===== src/dcache_hit_pkg.sv =====
/*
 * data cache hit stage definitions
 * fixed geometry, width types, BIU command and memory FSM encodings
 */

`default_nettype none

package dcache_hit_pkg;

  //////////////////////////////
  // geometry
  //////////////////////////////

  // 32-bit words, 16-byte blocks, 2 ways, 64 sets
  localparam int XLEN          = 32;
  localparam int PLEN          = 32;
  localparam int WAYS          = 2;
  localparam int BLK_BITS      = 128;
  localparam int BLK_OFFS_BITS = 4;
  localparam int DAT_OFFS_BITS = 2;
  // word granularity for BIU address compare
  localparam int BURST_LSB     = 2;
  localparam int IDX_BITS      = 6;
  localparam int TAG_BITS      = PLEN - IDX_BITS - BLK_OFFS_BITS;
  localparam int INFLIGHT_BITS = 2;

  //////////////////////////////
  // types
  //////////////////////////////

  typedef logic [XLEN-1:0]          word_t;
  typedef logic [XLEN/8-1:0]        be_t;
  typedef logic [PLEN-1:0]          adr_t;
  typedef logic [BLK_BITS-1:0]      line_t;
  typedef logic [IDX_BITS-1:0]      idx_t;
  typedef logic [TAG_BITS-1:0]      tag_t;
  typedef logic [DAT_OFFS_BITS-1:0] dat_offs_t;
  typedef logic [WAYS-1:0]          ways_t;
  typedef logic [INFLIGHT_BITS-1:0] inflight_t;

  // commands towards the BIU
  typedef enum logic [1:0] {
    BIUCMD_NOP      = 2'd0,
    BIUCMD_READWAY  = 2'd1,
    BIUCMD_WRITEWAY = 2'd2
  } biucmd_t;

  // memory side FSM
  typedef enum logic [2:0] {
    ARMED,
    NONCACHEABLE,
    EVICT,
    WAIT4BIUCMD0,
    RECOVER
  } memfsm_state_t;

endpackage

`default_nettype wire

===== src/dcache_hit.sv =====
/*
 * data cache hit stage
 * joins store capture, memory FSM and read select
 */

`default_nettype none

module dcache_hit
  import dcache_hit_pkg::*;
(
  input  wire logic      clk_i,
  input  wire logic      rst_ni,

  // pipe control
  output logic           stall_o,
  input  wire logic      flush_i,
  output logic           armed_o,
  output logic           filling_o,

  // core request
  input  wire logic      req_i,
  input  wire logic      wreq_i,
  input  wire adr_t      adr_i,
  input  wire be_t       be_i,
  input  wire word_t     d_i,
  input  wire logic      is_cacheable_i,
  output word_t          q_o,
  output logic           ack_o,
  output logic           err_o,

  // cache memories
  input  wire logic      cache_hit_i,
  input  wire ways_t     ways_hit_i,
  input  wire line_t     cache_line_i,
  input  wire logic      way_dirty_i,
  output idx_t           idx_o,
  output tag_t           core_tag_o,

  // write buffer
  output logic           writebuffer_we_o,
  input  wire logic      writebuffer_ack_i,
  output idx_t           writebuffer_idx_o,
  output dat_offs_t      writebuffer_offs_o,
  output word_t          writebuffer_data_o,
  output be_t            writebuffer_be_o,
  output ways_t          writebuffer_ways_hit_o,

  // BIU
  output biucmd_t        biucmd_o,
  input  wire logic      biucmd_ack_i,
  output logic           biucmd_noncacheable_req_o,
  input  wire logic      biucmd_noncacheable_ack_i,
  input  wire inflight_t inflight_cnt_i,
  input  wire word_t     biu_q_i,
  input  wire logic      biu_stb_ack_i,
  input  wire logic      biu_ack_i,
  input  wire logic      biu_err_i,
  input  wire adr_t      biu_adro_i,
  input  wire logic      in_biubuffer_i,
  input  wire line_t     biubuffer_i
);

  dat_offs_t dat_offset;
  logic      fill_wait;

  //////////////////////////////
  // input side
  //////////////////////////////

  dcache_store_capture u_store (
    .clk_i                  (clk_i),
    .rst_ni                 (rst_ni),
    .flush_i                (flush_i),
    .wreq_i                 (wreq_i),
    .is_cacheable_i         (is_cacheable_i),
    .cache_hit_i            (cache_hit_i),
    .adr_i                  (adr_i),
    .d_i                    (d_i),
    .be_i                   (be_i),
    .ways_hit_i             (ways_hit_i),
    .writebuffer_ack_i      (writebuffer_ack_i),
    .idx_o                  (idx_o),
    .core_tag_o             (core_tag_o),
    .dat_offset_o           (dat_offset),
    .writebuffer_we_o       (writebuffer_we_o),
    .writebuffer_idx_o      (writebuffer_idx_o),
    .writebuffer_offs_o     (writebuffer_offs_o),
    .writebuffer_data_o     (writebuffer_data_o),
    .writebuffer_be_o       (writebuffer_be_o),
    .writebuffer_ways_hit_o (writebuffer_ways_hit_o)
  );

  //////////////////////////////
  // memory FSM
  //////////////////////////////

  dcache_mem_fsm u_fsm (
    .clk_i                     (clk_i),
    .rst_ni                    (rst_ni),
    .flush_i                   (flush_i),
    .req_i                     (req_i),
    .is_cacheable_i            (is_cacheable_i),
    .cache_hit_i               (cache_hit_i),
    .way_dirty_i               (way_dirty_i),
    .biucmd_ack_i              (biucmd_ack_i),
    .biucmd_noncacheable_ack_i (biucmd_noncacheable_ack_i),
    .biu_ack_i                 (biu_ack_i),
    .biu_stb_ack_i             (biu_stb_ack_i),
    .biu_err_i                 (biu_err_i),
    .inflight_cnt_i            (inflight_cnt_i),
    .adr_i                     (adr_i),
    .biu_adro_i                (biu_adro_i),
    .stall_o                   (stall_o),
    .armed_o                   (armed_o),
    .filling_o                 (filling_o),
    .ack_o                     (ack_o),
    .fill_wait_o               (fill_wait),
    .biucmd_noncacheable_req_o (biucmd_noncacheable_req_o),
    .biucmd_o                  (biucmd_o)
  );

  //////////////////////////////
  // output side
  //////////////////////////////

  dcache_read_select u_read (
    .clk_i          (clk_i),
    .rst_ni         (rst_ni),
    .cache_line_i   (cache_line_i),
    .biubuffer_i    (biubuffer_i),
    .in_biubuffer_i (in_biubuffer_i),
    .cache_hit_i    (cache_hit_i),
    .is_cacheable_i (is_cacheable_i),
    .fill_wait_i    (fill_wait),
    .biu_err_i      (biu_err_i),
    .dat_offset_i   (dat_offset),
    .biu_q_i        (biu_q_i),
    .q_o            (q_o),
    .err_o          (err_o)
  );

endmodule

`default_nettype wire


===== src/dcache_read_select.sv =====
/*
 * data cache read select
 * picks the addressed word from cache line, BIU buffer or BIU data
 */

`default_nettype none

module dcache_read_select
  import dcache_hit_pkg::*;
(
  input  wire logic      clk_i,
  input  wire logic      rst_ni,
  input  wire line_t     cache_line_i,
  input  wire line_t     biubuffer_i,
  input  wire logic      in_biubuffer_i,
  input  wire logic      cache_hit_i,
  input  wire logic      is_cacheable_i,
  input  wire logic      fill_wait_i,
  input  wire logic      biu_err_i,
  input  wire dat_offs_t dat_offset_i,
  input  wire word_t     biu_q_i,

  output word_t          q_o,
  output logic           err_o
);

  line_t line_sel;
  word_t cache_q;
  logic  use_cache;

  //////////////////////////////
  // word select
  //////////////////////////////

  // fresh fill data wins over the stale line
  assign line_sel = in_biubuffer_i ? biubuffer_i : cache_line_i;
  assign cache_q  = line_sel[dat_offset_i*XLEN +: XLEN];

  // while filling only a real hit reads the cache
  assign use_cache = fill_wait_i ? cache_hit_i : is_cacheable_i;

  //////////////////////////////
  // output registers
  //////////////////////////////

  // read data, valid together with ack
  always_ff @(posedge clk_i)
  begin
    if (use_cache)
      q_o <= cache_q;
    else
      q_o <= biu_q_i;
  end

  // bus error one cycle late
  always_ff @(posedge clk_i or negedge rst_ni)
  begin
    if (!rst_ni)
      err_o <= 1'b0;
    else
      err_o <= biu_err_i;
  end

endmodule

`default_nettype wire


===== src/dcache_mem_fsm.sv =====
/*
 * data cache memory side FSM
 * way fill and eviction commands, non-cacheable tracking, stall and ack
 */

`default_nettype none

module dcache_mem_fsm
  import dcache_hit_pkg::*;
(
  input  wire logic      clk_i,
  input  wire logic      rst_ni,
  input  wire logic      flush_i,
  input  wire logic      req_i,
  input  wire logic      is_cacheable_i,
  input  wire logic      cache_hit_i,
  input  wire logic      way_dirty_i,
  input  wire logic      biucmd_ack_i,
  input  wire logic      biucmd_noncacheable_ack_i,
  input  wire logic      biu_ack_i,
  input  wire logic      biu_stb_ack_i,
  input  wire logic      biu_err_i,
  input  wire inflight_t inflight_cnt_i,
  input  wire adr_t      adr_i,
  input  wire adr_t      biu_adro_i,

  output logic           stall_o,
  output logic           armed_o,
  output logic           filling_o,
  output logic           ack_o,
  output logic           fill_wait_o,
  output logic           biucmd_noncacheable_req_o,
  output biucmd_t        biucmd_o
);

  memfsm_state_t state;

  logic adr_match;
  logic cache_ack;
  logic biu_cacheable_ack;
  logic miss;
  logic nc_done;

  //////////////////////////////
  // decode
  //////////////////////////////

  // BIU returns the word the core is waiting for
  assign adr_match = (biu_adro_i[PLEN-1:BURST_LSB] == adr_i[PLEN-1:BURST_LSB]);

  assign cache_ack         = req_i & is_cacheable_i & cache_hit_i & ~flush_i;
  // during a fill the word may come straight from the BIU
  assign biu_cacheable_ack = (req_i & biu_ack_i & adr_match & ~flush_i) | cache_ack;

  assign miss = req_i & is_cacheable_i & ~cache_hit_i & ~flush_i;

  // leave non-cacheable on flush, on last transfer done, or when a
  // cacheable request waits for the open transfer
  assign nc_done = flush_i |
                   (~req_i & (inflight_cnt_i == inflight_t'(1)) & biu_ack_i) |
                   (req_i & is_cacheable_i & biu_ack_i);

  assign fill_wait_o = (state == WAIT4BIUCMD0);

  //////////////////////////////
  // state machine
  //////////////////////////////

  always_ff @(posedge clk_i or negedge rst_ni)
  begin
    if (!rst_ni)
    begin
      state     <= ARMED;
      armed_o   <= 1'b1;
      filling_o <= 1'b0;
      biucmd_o  <= BIUCMD_NOP;
    end
    else
    begin
      case (state)
        ARMED:
        begin
          if (req_i && !is_cacheable_i && !flush_i)
          begin
            state   <= NONCACHEABLE;
            armed_o <= 1'b0;
          end
          else if (miss)
          begin
            // new line is read first, a dirty victim goes out afterwards
            state     <= way_dirty_i ? EVICT : WAIT4BIUCMD0;
            biucmd_o  <= BIUCMD_READWAY;
            armed_o   <= 1'b0;
            filling_o <= 1'b1;
          end
          else
            biucmd_o <= BIUCMD_NOP;
        end

        NONCACHEABLE:
        begin
          if (nc_done)
          begin
            state   <= ARMED;
            armed_o <= 1'b1;
          end
        end

        EVICT:
        begin
          if (biucmd_ack_i || biu_err_i)
          begin
            state     <= RECOVER;
            // write back the victim way
            biucmd_o  <= BIUCMD_WRITEWAY;
            filling_o <= 1'b0;
          end
        end

        WAIT4BIUCMD0:
        begin
          if (biucmd_ack_i || biu_err_i)
          begin
            state     <= RECOVER;
            biucmd_o  <= BIUCMD_NOP;
            filling_o <= 1'b0;
          end
        end

        RECOVER:
        begin
          // one cycle to reread tag and data memories
          state    <= ARMED;
          biucmd_o <= BIUCMD_NOP;
          armed_o  <= 1'b1;
        end

        default:
        begin
          state    <= ARMED;
          biucmd_o <= BIUCMD_NOP;
          armed_o  <= 1'b1;
        end
      endcase
    end
  end

  //////////////////////////////
  // BIU request and stall
  //////////////////////////////

  assign biucmd_noncacheable_req_o = (state == ARMED) & req_i & ~is_cacheable_i & ~flush_i;

  always_comb
  begin
    case (state)
      ARMED:
        stall_o = req_i & (is_cacheable_i ? ~cache_hit_i : ~biu_stb_ack_i);
      // idle core waits for outstanding transfers
      NONCACHEABLE:
        stall_o = ~req_i ? |inflight_cnt_i
                         : (is_cacheable_i ? ~biu_ack_i : ~biu_stb_ack_i);
      WAIT4BIUCMD0:
        stall_o = ~(biu_cacheable_ack | (req_i & cache_hit_i));
      RECOVER:
        stall_o = ~(req_i & cache_hit_i);
      default:
        stall_o = 1'b0;
    endcase
  end

  //////////////////////////////
  // acknowledge
  //////////////////////////////

  always_ff @(posedge clk_i or negedge rst_ni)
  begin
    if (!rst_ni)
      ack_o <= 1'b0;
    else
    begin
      case (state)
        ARMED:        ack_o <= cache_ack;
        NONCACHEABLE: ack_o <= biucmd_noncacheable_ack_i;
        WAIT4BIUCMD0: ack_o <= biu_cacheable_ack;
        RECOVER:      ack_o <= cache_ack;
        default:      ack_o <= 1'b0;
      endcase
    end
  end

endmodule

`default_nettype wire


===== src/dcache_store_capture.sv =====
/*
 * data cache store capture
 * splits the core address and holds a write hit for the write buffer
 */

`default_nettype none

module dcache_store_capture
  import dcache_hit_pkg::*;
(
  input  wire logic      clk_i,
  input  wire logic      rst_ni,
  input  wire logic      flush_i,
  input  wire logic      wreq_i,
  input  wire logic      is_cacheable_i,
  input  wire logic      cache_hit_i,
  input  wire adr_t      adr_i,
  input  wire word_t     d_i,
  input  wire be_t       be_i,
  input  wire ways_t     ways_hit_i,
  input  wire logic      writebuffer_ack_i,

  output idx_t           idx_o,
  output tag_t           core_tag_o,
  output dat_offs_t      dat_offset_o,
  output logic           writebuffer_we_o,
  output idx_t           writebuffer_idx_o,
  output dat_offs_t      writebuffer_offs_o,
  output word_t          writebuffer_data_o,
  output be_t            writebuffer_be_o,
  output ways_t          writebuffer_ways_hit_o
);

  logic write_hit;

  //////////////////////////////
  // address split
  //////////////////////////////

  // set index sits right above the block offset
  assign idx_o        = adr_i[BLK_OFFS_BITS +: IDX_BITS];
  assign core_tag_o   = adr_i[PLEN-1 -: TAG_BITS];
  // word within the block
  assign dat_offset_o = adr_i[BLK_OFFS_BITS-1 -: DAT_OFFS_BITS];

  assign write_hit = wreq_i & is_cacheable_i & cache_hit_i;

  //////////////////////////////
  // write buffer
  //////////////////////////////

  // strobe held until the buffer takes it, pipe flush kills it
  always_ff @(posedge clk_i or negedge rst_ni)
  begin
    if (!rst_ni)
      writebuffer_we_o <= 1'b0;
    else if (flush_i)
      writebuffer_we_o <= 1'b0;
    else if (write_hit)
      writebuffer_we_o <= 1'b1;
    else if (writebuffer_ack_i)
      writebuffer_we_o <= 1'b0;
  end

  // payload of the write hit
  always_ff @(posedge clk_i)
  begin
    if (write_hit)
    begin
      writebuffer_idx_o      <= idx_o;
      writebuffer_offs_o     <= dat_offset_o;
      writebuffer_data_o     <= d_i;
      writebuffer_be_o       <= be_i;
      writebuffer_ways_hit_o <= ways_hit_i;
    end
  end

endmodule

`default_nettype wire


===== config.mk =====
export PLATFORM = sky130hd
export DESIGN_NAME = dcache_hit
export DESIGN_NICKNAME = d
export VERILOG_FILES = /design/src/dcache_hit_pkg.sv /design/src/dcache_hit.sv /design/src/dcache_read_select.sv /design/src/dcache_mem_fsm.sv /design/src/dcache_store_capture.sv
export SDC_FILE = /design/constraint.sdc
export NUM_CORES = 1
export LEC_CHECK = 0
export BUFFER_PORTS_ARGS = -buffer_cell sky130_fd_sc_hd__buf_4
export CAP_MARGIN = 20
export CORE_AREA = 2 2 203 205
export DETAILED_ROUTE_END_ITERATION = 8
export DIE_AREA = 0 0 205 207
export SYNTH_ARGS = -nofsm -noshare
export SYNTH_HDL_FRONTEND = slang
export SYNTH_SLANG_ARGS = --single-unit
export TNS_END_PERCENT = 5

===== constraint.sdc =====
create_clock -name clk_i -period 2.2 [get_ports clk_i]
set_input_delay 0.55 -clock clk_i [delete_from_list [all_inputs] [get_ports clk_i]]
set_output_delay 0.55 -clock clk_i [all_outputs]
set_load 0.01 [all_outputs]

# ---- After elaboration in Yosys (flattened, before gate mapping)
# Cells that the tools add are included.
dict set report op_classes {
  n_eq_ne 13
  shift 1
  muxes 30
  bitwise 32
  reduce_logical 15
}
# op n
set op_table {}
lappend op_table {{$mux W128} 1}
lappend op_table {{$shiftx A128 B8 Y32} 1}
lappend op_table {{$mux W32} 1}
lappend op_table {{$eq A30 B30 Y1} 1}
lappend op_table {{$and A1 B1 Y1} 18}
lappend op_table {{$mux W1} 15}
lappend op_table {{$mux W3} 4}
lappend op_table {{$not A1 Y1} 10}
lappend op_table {{$pmux W3 S3} 1}
lappend op_table {{$ne A2 B1 Y1 const B} 4}
lappend op_table {{$pmux W2 S4} 1}
lappend op_table {{$reduce_and A4 Y1} 2}
lappend op_table {{$eq A3 B2 Y1 const B} 2}
lappend op_table {{$mux W2} 3}
lappend op_table {{$pmux W1 S3} 2}
lappend op_table {{$reduce_and A3 Y1} 2}
lappend op_table {{$reduce_or A2 Y1} 3}
lappend op_table {{$ne A2 B2 Y1 const B} 2}
lappend op_table {{$or A1 B1 Y1} 4}
lappend op_table {{$pmux W1 S4} 1}
lappend op_table {{$eq A3 B1 Y1 const B} 1}
lappend op_table {{$eq A3 B3 Y1 const B} 1}
lappend op_table {{$logic_not A3 Y1} 1}
lappend op_table {{$ne A3 B1 Y1 const B} 1}
lappend op_table {{other kinds (7)} 9}
dict set report word_totals {
  ff_bits 88
  input_bits 407
  out_inout_bits 115
  elab_cells 104
}

# ---- Longest topological paths before layout
dict set report depth {
  depth_word 7
  ltp_mapped 6
}

# ---- Modules after synthesis
# Synthesis repeated with hierarchy kept, for this count alone.
dict set report unflattened {
  cells_unflattened 509
  area_unflattened_um2 5612.9
}
# mod instances cells_per_inst area_each_um2 seq_area_each_um2
set modules_own_cells {}
lappend modules_own_cells {dcache_read_select 1 327 3113.0 665.6}
lappend modules_own_cells {dcache_store_capture 1 81 1655.3 1406.3}
lappend modules_own_cells {dcache_mem_fsm 1 101 844.6 201.4}

# ---- Worst setup path after synthesis
# Ideal clock, no wire load.
dict set report synth_path {
  path_type {input -> output}
  from {input port req_i}
  to {output port stall_o}
  arrival_ns 1.596
  t_required_ns 1.650
  slack_ns 0.054
  path_stages 6
  path_buffers 1
  cell_sequence {buf_2 and2b_1 nand3_1 nor4_1 nand4_1 a211o_1}
}
dict set report synth_via {
  elab_chain_cells 7
  elab_cells_between_ends 14
  classes_between {mux: 2; bitwise: 12}
}
# element line
set synth_rtl {}
lappend synth_rtl {{start, declared} dcache_hit.sv:21} ;# input wire logic req_i,
lappend synth_rtl {{$and A1 B1 Y1, on equally long branches (3 in a row)} {dcache_mem_fsm.sv:53, dcache_mem_fsm.sv:51}}
lappend synth_rtl {{$or A1 B1 Y1} dcache_mem_fsm.sv:53} ;# assign biu_cacheable_ack = (req_i & biu_ack_i & adr_match & ~flush_i) | cache_ack;
lappend synth_rtl {{$or A1 B1 Y1} dcache_mem_fsm.sv:164} ;# stall_o = ~(biu_cacheable_ack | (req_i & cache_hit_i));
lappend synth_rtl {{$not A1 Y1} dcache_mem_fsm.sv:164}
lappend synth_rtl {{$pmux W1 S4 *} dcache_mem_fsm.sv:156} ;# case (state)
lappend synth_rtl {{end, declared} dcache_hit.sv:15} ;# output logic stall_o,
# Every way passes the cells marked *; elsewhere a longest branch is shown, timed or not.

# ---- Final worst setup path
dict set report layout_path {
  from {input port adr_i[25]}
  to {output port stall_o}
}
dict set report layout_via {
  elab_chain_cells 7
}
# element line
set layout_rtl {}
lappend layout_rtl {{start, declared} dcache_hit.sv:23} ;# input wire adr_t adr_i,
lappend layout_rtl {{$eq A30 B30 Y1} dcache_mem_fsm.sv:49} ;# assign adr_match = (biu_adro_i[PLEN-1:BURST_LSB] == adr_i[PLEN-1:BURST_LSB]);
lappend layout_rtl {{$and A1 B1 Y1 (2 in a row)} dcache_mem_fsm.sv:53}
lappend layout_rtl {{$or A1 B1 Y1} dcache_mem_fsm.sv:53}
lappend layout_rtl {{$or A1 B1 Y1} dcache_mem_fsm.sv:164}
lappend layout_rtl {{$not A1 Y1} dcache_mem_fsm.sv:164}
lappend layout_rtl {{$pmux W1 S4} dcache_mem_fsm.sv:156}
# No other way between the ends.

==> summary.log <==
qor: floorplanning.top_level_ports 522
qor: setup_path.worstSetupPathDepth 8
qor: setup_path.cp_cell_sequence buf_4, xnor2_2, nand4_1, nor4_2, nand4_1, buf_4, a211o_1, buf_6
qor: cts.clk_pin_slew_worst_paths 60 ps
qor: setup_path.criticalPathCategory in2out
qor: power.cellInternalPower 3.94 mW
qor: cts.insertion_delay 370 ps
qor: grt.grt-busiest-layer met2
qor: power.max_vdd_drop 0.000281 V
qor: layout.layout_common_cells buf_4, mux4_2, edfxtp_1, nand2_1, o21ai_1
qor: layout.final_net_count 1320
qor: grt.met3_usage 2.78%
qor: route.wire_length_per_cell 17.5 µm
qor: yosys.synth_enable_flop_cells 46
qor: layout.area_delta_synth_final 92.9%
qor: power.clockPowerShare 29.4%
qor: grt.largest_net_degree_at_the_start_of_global_routing 48
qor: layout.final_core_utilization 25.8%
qor: setup_path.timing.reg2reg.setup_slack 450 ps
qor: cts.tritoncts_buffers 9
qor: power.total_power 5.50 mW
qor: setup_path.highest_fanout_seen_on_the_critical_path 2
qor: grt.use_met2 20.2%
qor: sta.hold_ws 336 ps
qor: sta.tightestPinTransition 680 ps
qor: route.detail_route.first_pass.iterations 6
qor: yosys.synth_fp_nets 807
qor: yosys.synthArstFlopShare 11.4%
qor: route.detailroute.via_count 5478
qor: job.number_of_maximum_capacitance_constraint_violations 0
qor: grt.met1_usage 14.0%
qor: yosys.synthDistinctLibCells 43
qor: sta.fin_crit_sh 116%
qor: placement.pre_cts_ws -430 ps
qor: cts.clockBufferDepth 2
qor: setup_path.cp.required 1650 ps
qor: grt.overflow 0
qor: setup_path.cpMaxStageDelayCell nor4_2
qor: setup_path.rr_worst_depth 6
qor: setup_path.setup.worst_path.end_class output pin
qor: route.residual_antenna_violating_net_count_after_detailed_routing 0
qor: floorplanning.rows 74
qor: cts.cts_tree yes
qor: floorplanning.fp.coreArea 40400 µm²
qor: power.p_leak 4.73 nW
qor: power.power_switching 1.56 mW
qor: setup_path.critical_path.top_delay_family simple AND/OR/NAND/NOR gates
qor: sta.max_freq 391 MHz
qor: hold_path.hold_path_end u_read.err_o
qor: yosys.seq_area_frac_synth 42.1%
qor: placement.place.gp.congestion 0.919
qor: setup_path.critical_path_arrival 2010 ps
qor: yosys.syn_area_per_cell 13.5 µm²
qor: sta.timing.final.setup_violations 1
qor: cts.clock-root-buffer clkbuf_16
qor: status.run_status finished, violations left
qor: cts.cts_htree_levels 3
qor: floorplanning.initial_utilization 13.4%
qor: sta.fin_worst_skew 12.8 ps
qor: hold_path.hold_start biu_err_i
qor: power.seq_power_share 35.6%
qor: setup_path.critical_path.reg2reg.endpoint u_read.q_o[30]
qor: sta.final_hold_viol_count 0
qor: sta.grt_setup_unrepaired true
qor: yosys.synthFlopType edfxtp_1
qor: route.detail_route.iter0.violations 162
qor: sta.postLayoutSetupSlackWorst -356 ps
qor: power.switching_share 28.3%
qor: sta.timing.slew.headroom 54.7%
qor: setup_path.rr_startpoint u_fsm.state[2]
qor: hold_path.worst_hold_path_type in2reg
qor: floorplanning.fp.dieH 207 µm
qor: layout.mostFrequentLayoutCell buf_4
qor: power.power_density 528 nW/µm²
qor: grt.grt_pass1_vias 5797
qor: sta.post-route-min-period 2560 ps
qor: floorplanning.dieArea 42400 µm²
qor: layout.layout-drive-gt1-share 72.1%
qor: setup_path.critical_path_buf_inv_count 3
qor: setup_path.timing.critical_path.from_type input port
qor: power.power_frac_comb 35.0%
qor: yosys.cells_after_synthesis 400
qor: grt.grt_first_pass_wirelength 35600 µm
qor: grt.grt_antenna_before_repair 2
qor: route.drt_wirelength 25400 µm
qor: setup_path.cp_slowest_stage_delay 290 ps
qor: placement.detailedPlacementHpwl 21600 µm
qor: hold_path.holdPathStages 1
qor: route.drcViolationCount 0
qor: sta.maxSlewViolCount 0
qor: yosys.count_of_state_elements_after_synthesis 88
qor: placement.place.port_buffers 517
qor: cts.cts.sink_count 88
qor: status.failing_checks setup timing
qor: route.vias_per_cell 3.77
qor: grt.track_usage 11.5%
qor: yosys.synth.yosys.warnings 0
qor: floorplanning.die-width 205 µm
qor: yosys.syn-cell-area 5400 µm²
-- registers in the layout, summed over array words and instances, names as in the netlist --
| signal | cells |
|---|---|
| u_read.err_o | 1 |
| u_store.writebuffer_offs_o | 2 |
| u_store.writebuffer_be_o | 4 |
| u_fsm.biucmd_o | 2 |
| u_fsm.state | 3 |
| u_store.writebuffer_data_o | 32 |
| u_fsm.armed_o | 1 |
| u_store.writebuffer_ways_hit_o | 2 |
| u_store.writebuffer_idx_o | 6 |
| u_read.q_o | 32 |
| u_fsm.filling_o | 1 |
| u_store.writebuffer_we_o | 1 |
| u_fsm.ack_o | 1 |
-- cell type report --
class	count	area, µm²
antenna	2	5.00
clock buffer	10	229
clock inverter	6	67.6
fill	4275	30000
inverter	6	22.5
multi-input combinational	250	2850
sequential	88	2270
tap	532	666
timing repair buffer	558	4290
-- worst max-delay path by stage --
| stage | from | endpoint |
|---|---|---|
| 2_1_floorplan | req_i | stall_o |
| 3_3_place_gp | flush_i | stall_o |
| 3_5_place_dp | adr_i[19] | stall_o |
| 4_1_cts | biu_adro_i[24] | stall_o |
| 5_1_grt | biu_adro_i[18] | stall_o |
| 6_report | adr_i[25] | stall_o |
-- stage by stage --
step	area [µm²]	cells	setup TNS (ps)
6_report	10400	1452	-356
5_1_grt	10400	1452	-430
4_1_cts	10300	1450	-364
3_5_place_dp	9900	1433	-2140
3_3_place_gp	9900	1433	-1850
2_1_floorplan	5400	400	0
-- routing by layer --
layer  wire length, µm  vias to the layer above
met4               321                        0
li1                  -                     2553
met1             10100                     2606
met2             13000                      299
met3              2020                       20
met5                 0                        -
-- cell families (layout without fill, tap and decap cells) --
group,after synthesis,count (layout),synth area share [%]
AOI/OAI and AO/OA,54,54,5.98
xor gates and xnor gates,30,30,4.87
buffers and inverters,62,580,7.75
DFF,88,88,42.1
muxes,97,97,33.1
other,0,2,0
and+or+nand+nor,69,69,6.19
-- cells in the mapped netlist, drive strengths merged, types with 4 or more instances --
library cell | count | area share, %
mux2i | 33 | 6.4
o21ai | 34 | 3.2
edfxtp | 46 | 26
nand2 | 37 | 2.6
mux4 | 64 | 27
a21oi | 6 | 0.63
nor4 | 4 | 0.46
nand4 | 5 | 0.58
xnor2 | 20 | 3.2
xor2 | 10 | 1.6
dfrtp | 9 | 4.2
a31oi | 5 | 0.70
buf | 52 | 7.1
clkbuf | 4 | 0.28
nor2 | 7 | 0.49
inv | 6 | 0.42
dfxtp | 32 | 12
-- worst reg2reg max path, delay by kind of cell (launching register included) --
family / cells / cell delay [ps]
AO/OA/AOI/OAI: 1 / 80
buffers and inverters: 2 / 440
flip-flops: 1 / 380
multiplexers: 1 / 530
AND/OR/NAND/NOR: 2 / 260
-- timing repair --
item                                   in CTS  in global routing
endpoints found under the hold margin       9                  0
pin swaps                                  14                 10
setup buffers                               0                  0
resized for setup                          21                 14
setup endpoints to repair                   1                  2
hold buffers                                1                  0
-- power groups by stage --
| stage | Sequential (mW) | Clock (mW) | Combinational (mW) |
|---|---|---|---|
| after floorplan | 2.07 | 0 | 0.740 |
| after global placement | 1.99 | 0 | 1.87 |
| after CTS | 1.96 | 1.70 | 1.93 |
| after global routing | 1.98 | 1.75 | 2.06 |
| final | 1.96 | 1.62 | 1.93 |
| after detailed placement | 2.00 | 0 | 1.89 |
(Power assumes the default switching activity.)
